$ cat config.mk
export PLATFORM = sky130hd
export DESIGN_NAME = llc_tag_store
export DESIGN_NICKNAME = d
export VERILOG_FILES = /design/src/hdl/llc_tag_pkg.sv /design/src/hdl/llc_tag_store.sv /design/src/hdl/tag_store_ctrl.sv /design/src/hdl/tag_way_array.sv /design/src/hdl/victim_picker.sv
export SDC_FILE = /design/constraint.sdc
export NUM_CORES = 2
export LEC_CHECK = 0
export BUFFER_PORTS_ARGS = -buffer_cell sky130_fd_sc_hd__buf_2
export CELL_PAD_IN_SITES_DETAIL_PLACEMENT = 0
export CELL_PAD_IN_SITES_GLOBAL_PLACEMENT = 2
export CORE_MARGIN = 3
export CORE_UTILIZATION = 40
export CTS_CLUSTER_SIZE = 24
export DETAILED_ROUTE_END_ITERATION = 10
export HOLD_SLACK_MARGIN = 0.02
export PLACE_DENSITY_LB_ADDON = 0.1
export SLEW_MARGIN = 20
export SYNTH_ARGS = -nofsm -noshare
export SYNTH_HDL_FRONTEND = slang
export SYNTH_HIERARCHICAL = 1
export SYNTH_SLANG_ARGS = --single-unit
$ cat constraint.sdc
create_clock -name clk_i -period 14.5 [get_ports clk_i]
set_clock_uncertainty 0.2 [all_clocks]
set_input_delay 2.9 -clock clk_i [delete_from_list [all_inputs] [get_ports clk_i]]
set_output_delay 2.9 -clock clk_i [all_outputs]
set_load 0.05 [all_outputs]
$ cat src/hdl/llc_tag_pkg.sv
package llc_tag_pkg;

  // --------------------------------------------------------------------------
  // Cache geometry
  // --------------------------------------------------------------------------

  // Set associativity of the tag store
  localparam int unsigned NUM_WAYS = 4;

  // Set index width, 64 sets
  localparam int unsigned INDEX_BITS = 6;

  // Number of sets, one entry per set in every way
  localparam int unsigned NUM_SETS = 1 << INDEX_BITS;

  // Stored tag width
  localparam int unsigned TAG_BITS = 10;

  // Binary way number width
  localparam int unsigned WAY_SEL_BITS = 2;

  // --------------------------------------------------------------------------
  // Vector types
  // --------------------------------------------------------------------------

  // One bit per way
  // Used for one-hot selects, lock masks and hit vectors
  typedef logic [NUM_WAYS-1:0] way_ind_t;

  // Binary way number
  typedef logic [WAY_SEL_BITS-1:0] way_sel_t;

  // Set index, doubles as the storage address
  typedef logic [INDEX_BITS-1:0] index_t;

  // Tag as kept in the storage
  typedef logic [TAG_BITS-1:0] tag_t;

  // --------------------------------------------------------------------------
  // Request modes
  // --------------------------------------------------------------------------

  // Lookup compares against all unlocked ways, flush targets one way
  typedef enum logic [0:0] {
    OP_LOOKUP = 1'b0,
    OP_FLUSH  = 1'b1
  } tag_op_e;

endpackage

$ cat src/hdl/llc_tag_store.sv
`timescale 1ns/1ps

module llc_tag_store (
  input  logic                  clk_i,
  input  logic                  reset_i,
  // Request side
  input  logic                  req_valid_i,
  output logic                  req_ready_o,
  input  llc_tag_pkg::tag_op_e  req_op_i,
  input  llc_tag_pkg::index_t   req_index_i,
  input  llc_tag_pkg::tag_t     req_tag_i,
  input  logic                  req_dirty_i,
  input  llc_tag_pkg::way_ind_t req_way_i,
  // Scratchpad lock per way
  input  llc_tag_pkg::way_ind_t spm_lock_i,
  // Response side
  output logic                  rsp_valid_o,
  input  logic                  rsp_ready_i,
  output llc_tag_pkg::way_ind_t rsp_way_o,
  output logic                  rsp_hit_o,
  output logic                  rsp_evict_o,
  output llc_tag_pkg::tag_t     rsp_evict_tag_o
);

  import llc_tag_pkg::*;

  // Controller to array
  logic     rd_en;
  logic     wr_en;
  way_ind_t wr_way;
  index_t   index;
  tag_t     cmp_tag;
  tag_t     wr_tag;
  logic     wr_valid;
  logic     wr_dirty;

  // Array read data
  way_ind_t                  way_valid;
  way_ind_t                  way_dirty;
  way_ind_t                  way_match;
  tag_t [NUM_WAYS-1:0]       way_tags;

  // Victim picker results
  way_ind_t victim;
  logic     victim_evict;
  tag_t     victim_tag;
  logic     victim_take;

  // --------------------------------------------------------------------------
  // Storage and replacement side by side
  // --------------------------------------------------------------------------

  tag_way_array u_ways (
    .clk_i      (clk_i),
    .reset_i    (reset_i),
    .rd_en_i    (rd_en),
    .wr_en_i    (wr_en),
    .wr_way_i   (wr_way),
    .index_i    (index),
    .cmp_tag_i  (cmp_tag),
    .wr_tag_i   (wr_tag),
    .wr_valid_i (wr_valid),
    .wr_dirty_i (wr_dirty),
    .valid_o    (way_valid),
    .dirty_o    (way_dirty),
    .match_o    (way_match),
    .tags_o     (way_tags)
  );

  victim_picker u_victim (
    .clk_i       (clk_i),
    .reset_i     (reset_i),
    .valid_i     (way_valid),
    .dirty_i     (way_dirty),
    .lock_i      (spm_lock_i),
    .tags_i      (way_tags),
    .take_i      (victim_take),
    .victim_o    (victim),
    .evict_o     (victim_evict),
    .evict_tag_o (victim_tag)
  );

  // Merges both into the response
  tag_store_ctrl u_ctrl (
    .clk_i           (clk_i),
    .reset_i         (reset_i),
    .req_valid_i     (req_valid_i),
    .req_ready_o     (req_ready_o),
    .req_op_i        (req_op_i),
    .req_index_i     (req_index_i),
    .req_tag_i       (req_tag_i),
    .req_dirty_i     (req_dirty_i),
    .req_way_i       (req_way_i),
    .rsp_valid_o     (rsp_valid_o),
    .rsp_ready_i     (rsp_ready_i),
    .rsp_way_o       (rsp_way_o),
    .rsp_hit_o       (rsp_hit_o),
    .rsp_evict_o     (rsp_evict_o),
    .rsp_evict_tag_o (rsp_evict_tag_o),
    .spm_lock_i      (spm_lock_i),
    .rd_en_o         (rd_en),
    .wr_en_o         (wr_en),
    .wr_way_o        (wr_way),
    .index_o         (index),
    .cmp_tag_o       (cmp_tag),
    .wr_tag_o        (wr_tag),
    .wr_valid_o      (wr_valid),
    .wr_dirty_o      (wr_dirty),
    .valid_i         (way_valid),
    .dirty_i         (way_dirty),
    .match_i         (way_match),
    .tags_i          (way_tags),
    .victim_i        (victim),
    .victim_evict_i  (victim_evict),
    .victim_tag_i    (victim_tag),
    .take_o          (victim_take)
  );

endmodule

$ cat src/hdl/tag_store_ctrl.sv
`timescale 1ns/1ps

module tag_store_ctrl (
  input  logic                                                clk_i,
  input  logic                                                reset_i,
  // Request side
  input  logic                                                req_valid_i,
  output logic                                                req_ready_o,
  input  llc_tag_pkg::tag_op_e                                req_op_i,
  input  llc_tag_pkg::index_t                                 req_index_i,
  input  llc_tag_pkg::tag_t                                   req_tag_i,
  input  logic                                                req_dirty_i,
  input  llc_tag_pkg::way_ind_t                               req_way_i,
  // Response side
  output logic                                                rsp_valid_o,
  input  logic                                                rsp_ready_i,
  output llc_tag_pkg::way_ind_t                               rsp_way_o,
  output logic                                                rsp_hit_o,
  output logic                                                rsp_evict_o,
  output llc_tag_pkg::tag_t                                   rsp_evict_tag_o,
  input  llc_tag_pkg::way_ind_t                               spm_lock_i,
  // Way array
  output logic                                                rd_en_o,
  output logic                                                wr_en_o,
  output llc_tag_pkg::way_ind_t                               wr_way_o,
  output llc_tag_pkg::index_t                                 index_o,
  output llc_tag_pkg::tag_t                                   cmp_tag_o,
  output llc_tag_pkg::tag_t                                   wr_tag_o,
  output logic                                                wr_valid_o,
  output logic                                                wr_dirty_o,
  input  llc_tag_pkg::way_ind_t                               valid_i,
  input  llc_tag_pkg::way_ind_t                               dirty_i,
  input  llc_tag_pkg::way_ind_t                               match_i,
  input  llc_tag_pkg::tag_t [llc_tag_pkg::NUM_WAYS-1:0]       tags_i,
  // Victim picker
  input  llc_tag_pkg::way_ind_t                               victim_i,
  input  logic                                                victim_evict_i,
  input  llc_tag_pkg::tag_t                                   victim_tag_i,
  output logic                                                take_o
);

  import llc_tag_pkg::*;

  typedef enum logic {
    IDLE,
    RESPOND
  } state_e;

  state_e state_q, state_d;

  // Latched request
  tag_op_e  op_q;
  index_t   index_q;
  tag_t     tag_q;
  logic     dirty_q;
  way_ind_t way_q;

  // Lookup results
  way_ind_t hit_vec;
  logic     is_hit;
  logic     hit_dirty;
  // Flush results
  tag_t     flush_tag;
  logic     flush_evict;
  logic     rsp_fire;

  // Hits only on valid, unlocked ways
  assign hit_vec   = match_i & valid_i & ~spm_lock_i;
  assign is_hit    = |hit_vec;
  assign hit_dirty = |(hit_vec & dirty_i);

  // Tag of the flushed way, way_q is one-hot
  always_comb begin : proc_flush_tag
    flush_tag = '0;
    for (int w = 0; w < NUM_WAYS; w++) begin
      if (way_q[w]) begin
        flush_tag = flush_tag | tags_i[w];
      end
    end
  end

  assign flush_evict = |(way_q & valid_i & dirty_i);

  // --------------------------------------------------------------------------
  // Request sequencing
  // --------------------------------------------------------------------------

  assign req_ready_o = (state_q == IDLE);
  assign rsp_valid_o = (state_q == RESPOND);
  assign rsp_fire    = rsp_valid_o & rsp_ready_i;

  // Storage read starts on the accepting edge
  assign rd_en_o   = req_ready_o & req_valid_i;
  assign index_o   = req_ready_o ? req_index_i : index_q;
  assign cmp_tag_o = req_tag_i;

  always_comb begin : proc_next
    state_d = state_q;
    unique case (state_q)
      IDLE:    if (req_valid_i) state_d = RESPOND;
      RESPOND: if (rsp_ready_i) state_d = IDLE;
      default: state_d = IDLE;
    endcase
  end

  always_ff @(posedge clk_i) begin
    if (reset_i) begin
      state_q <= IDLE;
    end else begin
      state_q <= state_d;
    end
  end

  // Request latched on acceptance
  always_ff @(posedge clk_i) begin
    if (rd_en_o) begin
      op_q    <= req_op_i;
      index_q <= req_index_i;
      tag_q   <= req_tag_i;
      dirty_q <= req_dirty_i;
      way_q   <= req_way_i;
    end
  end

  // --------------------------------------------------------------------------
  // Response and write-back
  // --------------------------------------------------------------------------

  always_comb begin : proc_response
    rsp_way_o       = '0;
    rsp_hit_o       = 1'b0;
    rsp_evict_o     = 1'b0;
    rsp_evict_tag_o = '0;
    wr_en_o         = 1'b0;
    wr_way_o        = '0;
    wr_tag_o        = '0;
    wr_valid_o      = 1'b0;
    wr_dirty_o      = 1'b0;
    take_o          = 1'b0;
    if (state_q == RESPOND) begin
      if (op_q == OP_FLUSH) begin
        rsp_way_o       = way_q;
        rsp_evict_o     = flush_evict;
        rsp_evict_tag_o = flush_tag;
        // Clear the entry once the response is taken
        if (rsp_fire) begin
          wr_en_o  = 1'b1;
          wr_way_o = way_q;
        end
      end else if (is_hit) begin
        rsp_way_o = hit_vec;
        rsp_hit_o = 1'b1;
        // Promote a clean line to dirty
        if (rsp_fire && dirty_q && !hit_dirty) begin
          wr_en_o    = 1'b1;
          wr_way_o   = hit_vec;
          wr_tag_o   = tag_q;
          wr_valid_o = 1'b1;
          wr_dirty_o = 1'b1;
        end
      end else begin
        rsp_way_o       = victim_i;
        rsp_evict_o     = victim_evict_i;
        rsp_evict_tag_o = victim_tag_i;
        // Fill the victim, nothing to do if all ways are locked
        if (rsp_fire && (|victim_i)) begin
          wr_en_o    = 1'b1;
          wr_way_o   = victim_i;
          wr_tag_o   = tag_q;
          wr_valid_o = 1'b1;
          wr_dirty_o = dirty_q;
          take_o     = 1'b1;
        end
      end
    end
  end

endmodule

$ cat src/hdl/tag_way_array.sv
`timescale 1ns/1ps

module tag_way_array (
  input  logic                                                clk_i,
  input  logic                                                reset_i,
  input  logic                                                rd_en_i,
  input  logic                                                wr_en_i,
  input  llc_tag_pkg::way_ind_t                               wr_way_i,
  input  llc_tag_pkg::index_t                                 index_i,
  input  llc_tag_pkg::tag_t                                   cmp_tag_i,
  input  llc_tag_pkg::tag_t                                   wr_tag_i,
  input  logic                                                wr_valid_i,
  input  logic                                                wr_dirty_i,
  output llc_tag_pkg::way_ind_t                               valid_o,
  output llc_tag_pkg::way_ind_t                               dirty_o,
  output llc_tag_pkg::way_ind_t                               match_o,
  output llc_tag_pkg::tag_t [llc_tag_pkg::NUM_WAYS-1:0]       tags_o
);

  import llc_tag_pkg::*;

  // Compare tag captured together with the read
  tag_t cmp_tag_q;

  always_ff @(posedge clk_i) begin
    if (rd_en_i) begin
      cmp_tag_q <= cmp_tag_i;
    end
  end

  // --------------------------------------------------------------------------
  // One storage slice per way
  // --------------------------------------------------------------------------

  for (genvar w = 0; w < NUM_WAYS; w++) begin : gen_way
    // Tag memory and dirty bits
    tag_t                tag_mem [NUM_SETS];
    logic [NUM_SETS-1:0] dirty_mem;
    // Valid bits, cleared on reset so every set starts empty
    logic [NUM_SETS-1:0] valid_mem;
    // Read data registers
    logic                valid_q;
    logic                dirty_q;
    tag_t                tag_q;
    logic                wr_here;

    // Write strobe for this way only
    assign wr_here = wr_en_i & wr_way_i[w];

    // Tag and dirty storage
    always_ff @(posedge clk_i) begin
      if (wr_here) begin
        tag_mem[index_i]   <= wr_tag_i;
        dirty_mem[index_i] <= wr_dirty_i;
      end
    end

    // Valid storage
    always_ff @(posedge clk_i) begin
      if (reset_i) begin
        valid_mem <= '0;
      end else if (wr_here) begin
        valid_mem[index_i] <= wr_valid_i;
      end
    end

    // Read port, one cycle latency
    // Outputs hold their value until the next read
    always_ff @(posedge clk_i) begin
      if (reset_i) begin
        valid_q <= 1'b0;
      end else if (rd_en_i) begin
        valid_q <= valid_mem[index_i];
      end
    end

    always_ff @(posedge clk_i) begin
      if (rd_en_i) begin
        dirty_q <= dirty_mem[index_i];
        tag_q   <= tag_mem[index_i];
      end
    end

    assign valid_o[w] = valid_q;
    assign dirty_o[w] = dirty_q;
    assign tags_o[w]  = tag_q;

    // Tag compare on the registered values
    // Valid and lock qualification happen in the controller
    assign match_o[w] = (tag_q == cmp_tag_q);
  end

endmodule

$ cat src/hdl/victim_picker.sv
`timescale 1ns/1ps

module victim_picker (
  input  logic                                                clk_i,
  input  logic                                                reset_i,
  input  llc_tag_pkg::way_ind_t                               valid_i,
  input  llc_tag_pkg::way_ind_t                               dirty_i,
  input  llc_tag_pkg::way_ind_t                               lock_i,
  input  llc_tag_pkg::tag_t [llc_tag_pkg::NUM_WAYS-1:0]       tags_i,
  input  logic                                                take_i,
  output llc_tag_pkg::way_ind_t                               victim_o,
  output logic                                                evict_o,
  output llc_tag_pkg::tag_t                                   evict_tag_o
);

  import llc_tag_pkg::*;

  // Round-robin pointer over the ways
  way_sel_t ptr_q;

  way_ind_t free_ways;
  way_ind_t usable_ways;
  way_sel_t victim_sel;
  logic     found;
  logic     from_ptr;

  // Invalid and unlocked ways can be filled without eviction
  assign free_ways   = ~valid_i & ~lock_i;
  assign usable_ways = ~lock_i;

  // --------------------------------------------------------------------------
  // Victim selection
  // --------------------------------------------------------------------------

  always_comb begin : proc_pick
    way_sel_t idx;
    idx        = '0;
    victim_sel = '0;
    found      = 1'b0;
    from_ptr   = 1'b0;
    // Lowest free way wins, so scan downwards
    for (int i = NUM_WAYS - 1; i >= 0; i--) begin
      if (free_ways[i]) begin
        victim_sel = way_sel_t'(i);
        found      = 1'b1;
      end
    end
    // All unlocked ways valid
    // First unlocked way at or after the pointer, scan downwards again
    if (!found) begin
      for (int i = NUM_WAYS - 1; i >= 0; i--) begin
        idx = ptr_q + way_sel_t'(i);
        if (usable_ways[idx]) begin
          victim_sel = idx;
          found      = 1'b1;
          from_ptr   = 1'b1;
        end
      end
    end
  end

  // Zero victim when every way is locked
  assign victim_o    = found ? (way_ind_t'(1) << victim_sel) : '0;
  // Only a replaced valid line can need a write-back
  assign evict_o     = from_ptr & dirty_i[victim_sel];
  assign evict_tag_o = from_ptr ? tags_i[victim_sel] : '0;

  // Pointer moves past the replaced way, only for round-robin choices
  always_ff @(posedge clk_i) begin
    if (reset_i) begin
      ptr_q <= '0;
    end else if (take_i && from_ptr) begin
      ptr_q <= victim_sel + way_sel_t'(1);
    end
  end

endmodule

# After elaboration in Yosys (flattened, before gate mapping)
# Memory sizes are Yosys's and may differ from the RTL's. A register that Yosys moved wholly into a read port is not among the register bits.
# Cells that the tools add are included.
# W data, S select, Z words.
op_classes:
  div_mod_pow: 0
  shifts: 1
  mux: 113
  bitwise: 19
  n_addsub: 4
  n_reduce_logical: 10
  n_eq_ne: 4
  n_lt_le_gt_ge: 7
  multipliers: 0
ops:
  columns: ["operator", "count"]
  rows:
  - ["$bwmux W64", 8]
  - ["$mux W10", 14]
  - ["$mux W1", 55]
  - ["$bmux W1 S6", 8]
  - ["$eq A10 B10 Y1", 4]
  - ["$mux W4", 10]
  - ["$or A10 B10 Y10", 3]
  - ["$and A4 B4 Y4", 6]
  - ["$bmux W10 S2", 1]
  - ["$mux W2", 9]
  - ["$reduce_or A4 Y1", 4]
  - ["$lt A2 B3 Y1 const B", 5]
  - ["$bmux W1 S2", 5]
  - ["$not A4 Y4", 2]
  - ["$and A1 B1 Y1", 7]
  - ["$lt A6 B7 Y1 const B", 1]
  - ["$demux W1 S6", 1]
  - ["$ge A6 B1 Y1 const B", 1]
  - ["$mux W6", 1]
  - ["$logic_and A1 B1 Y1", 5]
  - ["$add A2 B1 Y2 const B", 2]
  - ["$add A2 B2 Y2 const B", 2]
  - ["$shl A1 B2 Y4 const A", 1]
  - ["$pmux W1 S2", 1]
  - ["other kinds (2)", 2]
totals:
  mem_bits_ro: 0
  latchBits: 0
  ramBits: 2560
  output_inout_bits: 18
  ff_bits: 545
  n_memories: 4
  in_bits: 30
  elab_cells: 185
mem_list:
  columns: ["memory", "depth", "width", "rd", "rd_ports_with_merged_regs", "write_ports", "line", "rtl"]
  rows:
  - ["u_ways.gen_way[0].tag_mem", 64, 10, 1, 1, 1, "tag_way_array.sv:37", "tag_t tag_mem [NUM_SETS];"]
  - ["u_ways.gen_way[1].tag_mem", 64, 10, 1, 1, 1, "tag_way_array.sv:37", null]
  - ["u_ways.gen_way[2].tag_mem", 64, 10, 1, 1, 1, "tag_way_array.sv:37", null]
  - ["u_ways.gen_way[3].tag_mem", 64, 10, 1, 1, 1, "tag_way_array.sv:37", null]

# Longest topological paths before layout
logic_depth:
  ltp_word: 22
  depth_mapped: 21
  ltp_nobuf: 16

# By module
# The synthesis kept the hierarchy.
by_module_without_submodules:
  columns: ["module", "seq_area_each_um2", "cells_per_inst", "instances", "area_per_inst_um2"]
  rows:
  - ["tag_way_array", 91387.6, 7409, 1, 122336.1]
  - ["tag_store_ctrl", 680.7, 186, 1, 1662.8]
  - ["victim_picker", 40.0, 94, 1, 830.8]

# Worst setup path before layout
# OpenSTA, ideal clock, no wires.
synth_timing:
  path_type: "input to register"
  from: "input port spm_lock_i[0]"
  to: "memory u_ways/gen_way[0].tag_mem[0][1] in the netlist's numbering (data pin)"
  slack_ns: 1.118
  arrival_ns: 11.605
  setup_ns: 1.577
  required_time_ns: 12.723
  stages: 12
  n_path_buf: 2
  cell_sequence: "or2b_1 > o21ai_1 > a211o_1 > a31oi_4 > buf_2 > ha_1 > and2_1 > nor4_1 > nor2_1 > nand2_1 > buf_2 > a21oi_1"
synth_via:
  elab_chain_len: 16
  word_cells_on_any_way: 37
  cone_classes: "shift (1); mux (26); bitwise (4); reduce/logical (6)"
synth_lines:
  columns: ["element", "line", "rtl"]
  rows:
  - ["from (decl)", "llc_tag_store.sv:15", "input llc_tag_pkg::way_ind_t spm_lock_i,"]
  - ["$not A4 Y4 *", "victim_picker.sv:28, victim_picker.sv:29", null]
  - ["$bmux W1 S2 / $and A4 B4 Y4 (equally long branches)", "victim_picker.sv:53, victim_picker.sv:28", null]
  - ["$mux W1 (not written as such) / $mux W2 (equally long branches)", "victim_picker.sv:53, victim_picker.sv:43", null]
  - ["$mux W2 (4 in a row)", "victim_picker.sv:53", "if (usable_ways[idx]) begin"]
  - ["$mux W2", "victim_picker.sv:50", "if (!found) begin"]
  - ["$shl A1 B2 Y4", "victim_picker.sv:63", "assign victim_o = found ? (way_ind_t'(1) << victim_sel) : '0;"]
  - ["$mux W4 *", "victim_picker.sv:63", null]
  - ["named net victim[0]", "llc_tag_store.sv:44", "way_ind_t victim;"]
  - ["$reduce_or A4 Y1 *", "tag_store_ctrl.sv:166", "if (rsp_fire && (|victim_i)) begin"]
  - ["$logic_and A1 B1 Y1 *", "tag_store_ctrl.sv:166", null]
  - ["$mux W10 *", "tag_store_ctrl.sv:166", null]
  - ["$mux W10 *", "tag_store_ctrl.sv:150", "end else if (is_hit) begin"]
  - ["$mux W10 *", "tag_store_ctrl.sv:141", "if (op_q == OP_FLUSH) begin"]
  - ["$mux W10 *", "tag_store_ctrl.sv:140", "if (state_q == RESPOND) begin"]
  - ["named net wr_tag[1]", "llc_tag_store.sv:33", "tag_t wr_tag;"]
  - ["to (decl)", "tag_way_array.sv:37", null]
# The timed path passes the listed nets; every way through them passes the cells marked *. The select of a mux whose other input is x is not followed.

# Worst setup path in the final report
layout_timing:
  from: "input port spm_lock_i[1]"
  to: "output port rsp_way_o[3]"
layout_via:
  elab_chain_len: 14
  word_cells_on_any_way: 31
  cone_classes: "shift (1); mux (26); bitwise (3); reduce/logical (1)"
layout_lines:
  columns: ["element", "line", "rtl"]
  rows:
  - ["$not A4 Y4 *", "victim_picker.sv:28, victim_picker.sv:29", null]
  - ["$and A4 B4 Y4", "victim_picker.sv:28", "assign free_ways = ~valid_i & ~lock_i;"]
  - ["$mux W2 (2 in a row)", "victim_picker.sv:43", "if (free_ways[i]) begin"]
  - ["$mux W2 (4 in a row)", "victim_picker.sv:53", null]
  - ["$mux W2", "victim_picker.sv:50", null]
  - ["$shl A1 B2 Y4", "victim_picker.sv:63", null]
  - ["$mux W4 *", "victim_picker.sv:63", null]
  - ["named net victim[3]", "llc_tag_store.sv:44", null]
  - ["$mux W4 *", "tag_store_ctrl.sv:150", null]
  - ["$mux W4 *", "tag_store_ctrl.sv:141", null]
  - ["$mux W4 *", "tag_store_ctrl.sv:140", null]
  - ["to (decl)", "llc_tag_store.sv:19", "output llc_tag_pkg::way_ind_t rsp_way_o,"]
# Marked as above.

==> impl_metrics.ini <==
[global_route]
grt_max_degree = 175
grt_pass1_wl_um = 617000
gr-total-overflow = 0
antenna_found_initial = 25
grt_pass1_vias = 72900
track_usage_pct = 27.6

[critical_path]
r2r_slack_ps = 6870
worstPathMaxFanout = 26
r2r_cells = 11
reg2reg_to = u_ways/gen_way[3].dirty_mem[23]
required_ps = 11400
start_kind = input port
crit_type = input port to output port
cp-end-kind = output port
arrival_ps = 5760
r2r_start = u_ways/gen_way[0].tag_q[5]

[pwr]
ir_drop_mv = 0.0870
p_sw_share_pct = 23.6
p_seq_share_pct = 50.2
p_per_area_nw_per_um2 = 139
power.clock.fraction_pct = 43.6
cellLeakagePower_nw = 51.5
power_switching_mw = 4.64
finalPower_mw = 19.6
comb_power_share_pct = 6.2
p_int_mw = 15.0

[place]
placed_cells = 11600
port_buffers = 47
placed_cell_area_um2 = 131000
routabilityCongestion = 0.831
pre_cts_ws_ps = 5030
hpwl_um = 262000

[hold_path]
min_path_type = flop to flop
min_from = u_ways/gen_way[3].valid_mem[18]
holdPathStages = 2
worst_hold_path.endpoint = u_ways/gen_way[3].valid_mem[18]

[synthesis]
synth_common_cells = 2892 x edfxtp_1, 531 x nand2_1, 481 x nor2_1
yosysUniqueCellTypes = 84
yosys.cell_count.top_type = edfxtp_1
yosysTopAreaCell = edfxtp_1
syn_avg_cell_area_um2 = 16.2
yosysSeqAreaShare_pct = 73.8
ys_top_cells_by_area = edfxtp_1 70%, mux4_2 4.4%, dfxtp_1 4.2%, mux2i_1 2.7%, a221oi_1 2.4%
synth_edf_count = 2892
ys_warn_count = 6
synthArstFlopShare_pct = 0
syn_area_um2 = 125000
synth_top_flop_cell = edfxtp_1
syn_nets = 7723
netlist.area_leader.share_pct = 69.6
ys_ff_latch = 3155
syn_inst = 7689

[cts]
clockBufferDepth = 4
cts-resized-gates = 0
cts_buffers = 344
cts_root_buffer = clkbuf_16
insertion_delay_ps = 930
cts_setup_buffers = 0
ctsHoldBuffers = 0
cts_tree = yes
htree_levels = 5
cts.sinks = 3155
path_clk_slew_ps = 50

[routing]
drc = 0
wirelength_um = 449000
antenna_left = 0
drtPass1Iterations = 6
wl_per_cell_um = 36.7
vias = 75400
via_per_inst = 6.16
drt-initial-drc-count = 8954

[finish]
fin_util_pct = 45.7
final_area_um2 = 142000
final_nets = 7864
fillers = 26800
drive_gt1_share_pct = 18.7
area_growth_pct = 13.5
stdcell_count = 12200

[timing]
setup_viol = 0
tightestPinTransition_ps = 1310
hold_violations = 0
final.setup.tns_ps = 0
max_freq_mhz = 113
fin_ws_ps = 5640
holdWs_ps = 272
relSlewSlack_pct = 12.6
rsz0062_at_grt = no
fin_crit_ps = 8860
final-max-slew-violation-count = 0
period_share_pct = 61.1

[die]
die_h_um = 565
coreArea_um2 = 310000
ios = 48
dieArea_um2 = 319000
initial_utilization_pct = 40.3
die_w_um = 565
std_cell_rows = 204

[job]
maxCapViolations = 0

[run_status]
status = finished, final reports clean
-- worst max-delay path, stage by stage --
cell and delay, ps:
buf_2 160, o22a_1 350, and2_1 260, a31oi_4 810, inv_1 160, ha_1 250
and2_1 160, a311oi_1 360, nor2_1 110, buf_2 230
-- logic make-up after synthesis --
| family | count (synthesis) | synth area share (%) |
|---|---|---|
| buffers and inverters | 627 | 2.59 |
| xor gates and xnor gates | 40 | 0.281 |
| muxes | 805 | 9.15 |
| and+or+nand+nor | 1169 | 3.91 |
| DFF | 3155 | 73.8 |
| AOI/OAI and AO/OA | 1889 | 10.2 |
| adders and majority gates | 4 | 0.0401 |
-- how the worst max path moves through the flow --
stage / slack, ps / cells past startpoint / startpoint / endpoint
detailed placement: 5030 / 15 / spm_lock_i[1] / u_ways/gen_way[3].tag_mem[47][1]
global placement: 5030 / 18 / spm_lock_i[0] / u_ways/gen_way[3].valid_mem[47]
CTS: 5630 / 10 / spm_lock_i[1] / rsp_way_o[3]
finish: 5640 / 10 / spm_lock_i[1] / rsp_way_o[3]
global route: 5460 / 10 / spm_lock_i[1] / rsp_way_o[2]
floorplan: 1120 / 12 / spm_lock_i[0] / u_ways/gen_way[0].tag_mem[0][1]
-- state kept, by name (all words and copies together) (netlist names) --
name / cells
u_ways/gen_way.tag_mem: 2560
u_ways/gen_way.dirty_mem: 256
u_ways/gen_way.valid_mem: 256
u_ways/gen_way.tag_q: 40
u_ctrl/tag_q: 10
u_ways/cmp_tag_q: 10
u_ctrl/index_q: 6
u_ctrl/way_q: 4
u_ways/gen_way.dirty_q: 4
u_ways/gen_way.valid_q: 4
u_victim/ptr_q: 2
u_ctrl/dirty_q: 1
u_ctrl/op_q: 1
u_ctrl/rsp_valid_o: 1
-- layout by cell type (no fill, tap or decap), types with 81 or more instances in the layout --
master and count:
nand2_1 528, mux2_2 205, buf_4 339, clkbuf_1 89, a21oi_1 436, dfxtp_1 263, nor2_2 81, a221oi_1 339
a22oi_1 232, o21ai_0 403, edfxtp_1 2892, nor2_1 395, mux4_2 246, clkbuf_16 352, mux2i_1 340, o22ai_1 129
-- power groups by stage --
stage	Clock, mW	Sequential [mW]	Combinational (mW)
CTS	8.71	9.86	1.20
finish	8.56	9.87	1.21
global route	9.06	9.86	1.24
global placement	0	10.1	1.20
detailed placement	0	10.1	1.20
floorplan	0	10.0	0.644
-- cell type report --
type / count / area, um2 / area share (%)
inverters: 7 / 51.3 / 0.0362
clock inverters: 168 / 1440 / 1.02
well taps: 4120 / 5150 / 3.64
multi-input cells: 3907 / 30100 / 21.2
diodes: 12 / 30.0 / 0.0212
repair buffers: 415 / 3360 / 2.37
clock buffers: 461 / 9420 / 6.65
flip-flops and latches: 3155 / 92100 / 65.0
-- layer usage --
layer  up-vias  share of wire (%)  GRT usage, %
met4         2                2.9          7.58
met2      3192                 46          43.3
met3       568                7.2          4.14
li1      31000                  -             -
met1     40600                 44          40.2
met5         -             0.0029             0
Note: power is estimated with default switching activity, not from simulation.
